`config.mk`:
```
export PLATFORM = sky130hd
export DESIGN_NAME = decode_stage
export DESIGN_NICKNAME = d
export VERILOG_FILES = /design/src/common/riscv_pkg.sv /design/src/common/core_pkg.sv /design/src/core/decode_stage.sv
export SDC_FILE = /design/constraint.sdc
export NUM_CORES = 1
export LEC_CHECK = 0
export BUFFER_PORTS_ARGS = -buffer_cell sky130_fd_sc_hd__clkbuf_2
export CORE_AREA = 2 2 156 158
export CTS_CLUSTER_SIZE = 14
export DETAILED_ROUTE_END_ITERATION = 8
export DIE_AREA = 0 0 158 160
export GPL_TIMING_DRIVEN = 1
export HOLD_SLACK_MARGIN = 0.15
export PLACE_DENSITY_LB_ADDON = 0.08
export SLEW_MARGIN = 20
export SYNTH_ARGS = -nofsm -noshare
export SYNTH_HDL_FRONTEND = slang
export SYNTH_SLANG_ARGS = --single-unit
```
`constraint.sdc`:
```
create_clock -name clk -period 2.29 [get_ports clk]
set_clock_uncertainty 0.05 [all_clocks]
set_input_delay 0.1145 -clock clk [delete_from_list [all_inputs] [get_ports clk]]
set_output_delay 0.1145 -clock clk [all_outputs]
set_load 0.01 [all_outputs]
```
`src/common/riscv_pkg.sv`:
```
`default_nettype none

package riscv_pkg;

    localparam logic [31:0] RESET_PC = 32'h0000_0000;
    localparam int IMEM_DEPTH = 256;                   // Words
    localparam int IMEM_AW = $clog2(IMEM_DEPTH);

    // Major opcodes of the supported subset
    localparam logic [6:0] OP_REG = 7'b0110011;
    localparam logic [6:0] OP_IMM = 7'b0010011;
    localparam logic [6:0] OP_LUI = 7'b0110111;
    localparam logic [6:0] OP_BRANCH = 7'b1100011;
    localparam logic [6:0] OP_JAL = 7'b1101111;

    // ALU funct3
    localparam logic [2:0] F3_ADD = 3'b000;            // ADD and SUB
    localparam logic [2:0] F3_SLL = 3'b001;
    localparam logic [2:0] F3_SLT = 3'b010;
    localparam logic [2:0] F3_SLTU = 3'b011;
    localparam logic [2:0] F3_XOR = 3'b100;
    localparam logic [2:0] F3_SRL = 3'b101;            // SRL and SRA
    localparam logic [2:0] F3_OR = 3'b110;
    localparam logic [2:0] F3_AND = 3'b111;

    // Branch funct3
    localparam logic [2:0] F3_BEQ = 3'b000;
    localparam logic [2:0] F3_BNE = 3'b001;
    localparam logic [2:0] F3_BLT = 3'b100;
    localparam logic [2:0] F3_BGE = 3'b101;

    // Instruction field positions
    localparam int RD_LSB = 7;
    localparam int FUNCT3_LSB = 12;
    localparam int RS1_LSB = 15;
    localparam int RS2_LSB = 20;
    localparam int ALT_BIT = 30;                       // Selects SUB and SRA

endpackage

`default_nettype wire
```
`src/common/core_pkg.sv`:
```
`default_nettype none

package core_pkg;

    import riscv_pkg::*;

    typedef struct packed {
        logic               valid;
        logic [IMEM_AW-1:0] addr;                      // Word address
        logic [31:0]        data;
    } imem_load_t;

    typedef struct packed {
        logic        valid;
        logic [31:0] pc;
        logic [31:0] instr;
        logic [31:0] rs1_val;
        logic [31:0] rs2_val;
        logic [31:0] imm;
    } ex_stage_t;

    typedef struct packed {
        logic        valid;
        logic [31:0] pc;
        logic [4:0]  rd;
        logic        reg_write;
        logic [31:0] result;
    } wb_stage_t;

    typedef struct packed {
        logic        valid;
        logic [31:0] pc;
        logic [4:0]  rd;
        logic [31:0] data;
    } retire_t;

    // Writeback bypass shared by the decode and execute stages
    function automatic logic [31:0] fwd_value(input wb_stage_t wb_in, input logic [4:0] rs,
                                              input logic [31:0] reg_val);
        if (wb_in.valid && wb_in.reg_write && wb_in.rd != 5'd0 && wb_in.rd == rs) begin
            return wb_in.result;
        end
        return reg_val;
    endfunction

endpackage

`default_nettype wire

```
`src/core/decode_stage.sv`:
```
`timescale 1ns/10ps
`default_nettype none

module decode_stage
    import riscv_pkg::*;
    import core_pkg::*;
(
    input  logic        clk,
    input  logic        rst,
    input  logic [31:0] instr,
    output logic [31:0] pc,
    output logic [4:0]  rs1,
    output logic [4:0]  rs2,
    input  logic [31:0] rd1,
    input  logic [31:0] rd2,
    input  wb_stage_t   wb,
    input  logic        redirect,
    input  logic [31:0] target,
    output ex_stage_t   ex
);
    logic [6:0]  opcode;
    logic [31:0] imm;
    ex_stage_t   ex_next;

    assign opcode = instr[6:0];
    assign rs1 = instr[RS1_LSB +: 5];
    assign rs2 = instr[RS2_LSB +: 5];

    always_ff @(posedge clk) begin
        if (rst) begin
            pc <= RESET_PC;
        end else begin
            pc <= redirect ? target : pc + 32'd4;    // Taken branch or JAL from execute
        end
    end

    always_comb begin
        case (opcode)
            OP_LUI:    imm = {instr[31:12], 12'd0};
            OP_BRANCH: imm = {{20{instr[31]}}, instr[7], instr[30:25], instr[11:8], 1'b0};
            OP_JAL:    imm = {{12{instr[31]}}, instr[19:12], instr[20], instr[30:21], 1'b0};
            default:   imm = {{21{instr[31]}}, instr[30:20]};  // I-type
        endcase
    end

    // Writeback result is not yet in the register file this cycle
    assign ex_next = '{
        valid:   1'b1,
        pc:      pc,
        instr:   instr,
        rs1_val: fwd_value(wb, rs1, rd1),
        rs2_val: fwd_value(wb, rs2, rd2),
        imm:     imm
    };

    always_ff @(posedge clk) begin
        ex <= ex_next;
        if (rst || redirect) begin
            ex.valid <= 1'b0;                          // Squash the wrong-path fetch
        end
    end

endmodule

`default_nettype wire

```
==> out/qor.log <==
[route] wire length per cell 16.0 µm
[logic_synthesis] Synth Area per Inst 11.4 µm²
[route] post-route DRC violation count 0
[finish] non-filler cells, final 1468
[floorplan] boundary pin count 405
[setup_path] startpoint of the most critical setup path instr[15]
[timing] count of final setup violators 0
[logic_synthesis] portion of the post-synthesis area used by sequential elements 0.585
[route] vias per cell 4.26
[logic_synthesis] netlist area before placement 6570 µm²
[run_status] outcome complete, no violations
[power] Pwr Density 691 nW/µm²
[timing] final critical-path share of the clock period 0.977
[timing] measured slew at the worst slew-check pin 0.560 ns
[place] gp weighted congestion 0.764
[logic_synthesis] count of distinct cell types in the synthesized netlist 46
[finish] Final nets 1333
[route] Pre-Repair DR Iteration Count 5
[finish] share of cells above drive strength 1 0.444
[clocking] hold buffers post-CTS 201
[floorplan] Die Width 158 µm
[place] hpwl dp 16800 µm
[grt] gr ovfl total 0
[timing] achievable frequency 0.447 GHz
[timing] setup TNS after final layout 0 ns
[timing] headroom to the max-slew limit 0.624
[clocking] Inserted Clock Buffers 17
[floorplan] standard-cell rows 57
[clocking] cell chosen for the clock root clkbuf_16
[clocking] maximum level of the CTS H-tree 4
[hold_path] Hold Crit Start instr[7]
[floorplan] Initial Util 0.276
[power] power share of the clock group 0.391
[place] Port Buf Inserts 372
[floorplan] area of the die 25300 µm²
[place] # placed instances 1234
[clocking] clock-pin transition on the worst setup and hold timing paths 0.08 ns
[flow_run] number of violations of the max-capacitance limit 0
[power] sw power 2.11 mW
[timing] final hold vios 0
[clocking] Longest Clk Path Bufs 2
[setup_path] type of element capturing the critical path register
[timing] fin. max-slew vios 0
[grt] Global Route Usage Sum 0.181
[power] internal power summed over all cells 5.68 mW
[floorplan] die boundary height 160 µm
[floorplan] Core Region 23800 µm²
[setup_path] crit path DAT 2.50 ns
[logic_synthesis] Syn Nets 781
[setup_path] Worst Path Class, Setup input port to register
[setup_path] highest fanout seen on the critical path 32
[logic_synthesis] total of warnings raised by yosys 0
[route] Post-DRT Antenna Nets 0
[route] iteration-0 DRC count of the detailed router 246
[clocking] TritonCTS clock tree built
[grt] largest net degree at the start of global routing 33
[logic_synthesis] Yosys reg bits 192
[finish] most frequent cells in the layout clkbuf_2, dlygate4sd3_1, dfxtp_1, mux2_2, nand2_1
[finish] area added between synthesis and finish 71.6%
[route] Routed WL 23600 µm
[power] leakage power of the design 5.26 nW
[finish] commonest non-fill, non-tap cell in the layout clkbuf_2
[timing] unrepaired setup endpoints after global routing false
[logic_synthesis] number of enable-type register cells in the synthesized netlist 0
[logic_synthesis] Async S/R FF share, synth 0
[clocking] Worst-Skew Late Latency 0.44 ns
[hold_path] HP Class input port to register
[power] peak supply drop 0.388 mV
[power] combinational power share 0.143
[setup_path] WP data required 2.55 ns
[route] Via Count 6247
[logic_synthesis] most used flip-flop cell after synthesis dfxtp_1
[finish] post-layout util 0.473
[grt] initial antenna violation count 1
[clocking] post-cts sizing count 0
[clocking] Post-CTS Repair Setup Buffers 0
[power] sequential group share of total power 0.466
[clocking] clock sinks 192
[timing] final critical path time including I/O delays and setup 2.24 ns
[grt] global-route wire length before repair 34700 µm
[setup_path] kind of start point of the critical path input port
[grt] via count of the first global-routing pass 6192
[power] switching part of the total 0.271
[logic_synthesis] Synth Instances 578
[setup_path] Reg2Reg Launch Point pc[15]
==> final timing paths <==
path	to	depth (start not counted)	slack, ns
worst max-delay path	ex[67]	8	0.05
worst min-delay path	ex[103]	2	0.29
worst max register to register	pc[29]	5	0.19
worst min register to register	ex[128]	0	0.33
==> through the flow <==
stage          hold WS (ns)  setup slack, ns  power, mW  area (µm²)
6_report              0.294           0.0527       7.79       11300
3_3_place_gp          0.193            0.209       4.54        8660
4_1_cts               0.270           0.0698       7.91       11300
2_1_floorplan        0.0922            0.274       4.10        6570
3_5_place_dp          0.191            0.172       4.54        8660
5_1_grt               0.277          0.00192       8.16       11300
==> cell type report <==
type / count / area [µm²]
Fill cell: 2315 / 12500
Clock buffer: 18 / 439
Multi-Input combinational cell: 308 / 2270
Tap cell: 324 / 405
Sequential cell: 192 / 3840
Timing Repair Buffer: 603 / 4120
Antenna cell: 1 / 2.50
Clock inverter: 14 / 161
Inverter: 8 / 30.0
==> cells by family after synthesis <==
group / after synthesis / share of synthesized area
flip-flops: 192 / 0.585
XOR/XNOR: 20 / 0.0267
adder cells (fa/ha/maj): 1 / 0.00190
AND/OR/NAND/NOR: 152 / 0.122
AO/OA/AOI/OAI: 64 / 0.0726
buffers and inverters: 78 / 0.0709
multiplexers: 71 / 0.120
==> registers in the layout, summed over array words and instances (netlist names) <==
register  count
ex          160
pc           32
==> synth_stat cells, types with 2 or more instances <==
cell type / instances / share of area
dfxtp_1: 192 / 0.59
mux2_2: 64 / 0.11
buf_4: 43 / 0.049
nand2_1: 37 / 0.021
nor2_1: 28 / 0.016
clkbuf_1: 17 / 0.0097
nand3_1: 13 / 0.0099
a311oi_1: 12 / 0.016
xnor2_1: 12 / 0.016
a21o_1: 11 / 0.013
or4_1: 11 / 0.013
nand4_1: 10 / 0.0095
nor4_1: 10 / 0.0095
a211oi_1: 9 / 0.010
nor3_1: 9 / 0.0069
o31ai_1: 9 / 0.010
buf_2: 8 / 0.0061
inv_1: 8 / 0.0046
nor2b_1: 8 / 0.0076
xor2_1: 8 / 0.011
a21oi_1: 7 / 0.0053
mux2i_1: 7 / 0.011
o22ai_1: 5 / 0.0048
or3_1: 5 / 0.0048
and4_1: 4 / 0.0053
o21ai_0: 4 / 0.0030
nand2b_1: 3 / 0.0029
or2_2: 3 / 0.0029
and3_1: 2 / 0.0019
o311a_1: 2 / 0.0030
or3b_2: 2 / 0.0027
==> power groups by stage <==
stage	Sequential (mW)	Clock [mW]	Combinational (mW)
after CTS	3.63	3.17	1.12
final	3.63	3.05	1.11
after floorplan	3.80	0	0.299
after global routing	3.66	3.29	1.21
after detailed placement	3.71	0	0.831
after global placement	3.71	0	0.836
==> worst max-delay path, stage by stage <==
cell	delay, ns
dlygate4sd3_1	0.55
clkbuf_2	0.17
xor2_1	0.18
nor3_1	0.20
nand4_1	0.18
buf_12	0.23
mux2_2	0.29
dlygate4sd3_1	0.58
==> per-layer routing <==
layer,GRT usage,vias up,share of wire
met4,0.0655,0,0.021
met3,0.0418,27,0.063
met2,0.329,225,0.52
met5,0,-,0
li1,-,3106,-
met1,0.204,2889,0.39
Power figures use the tool's default switching activity.
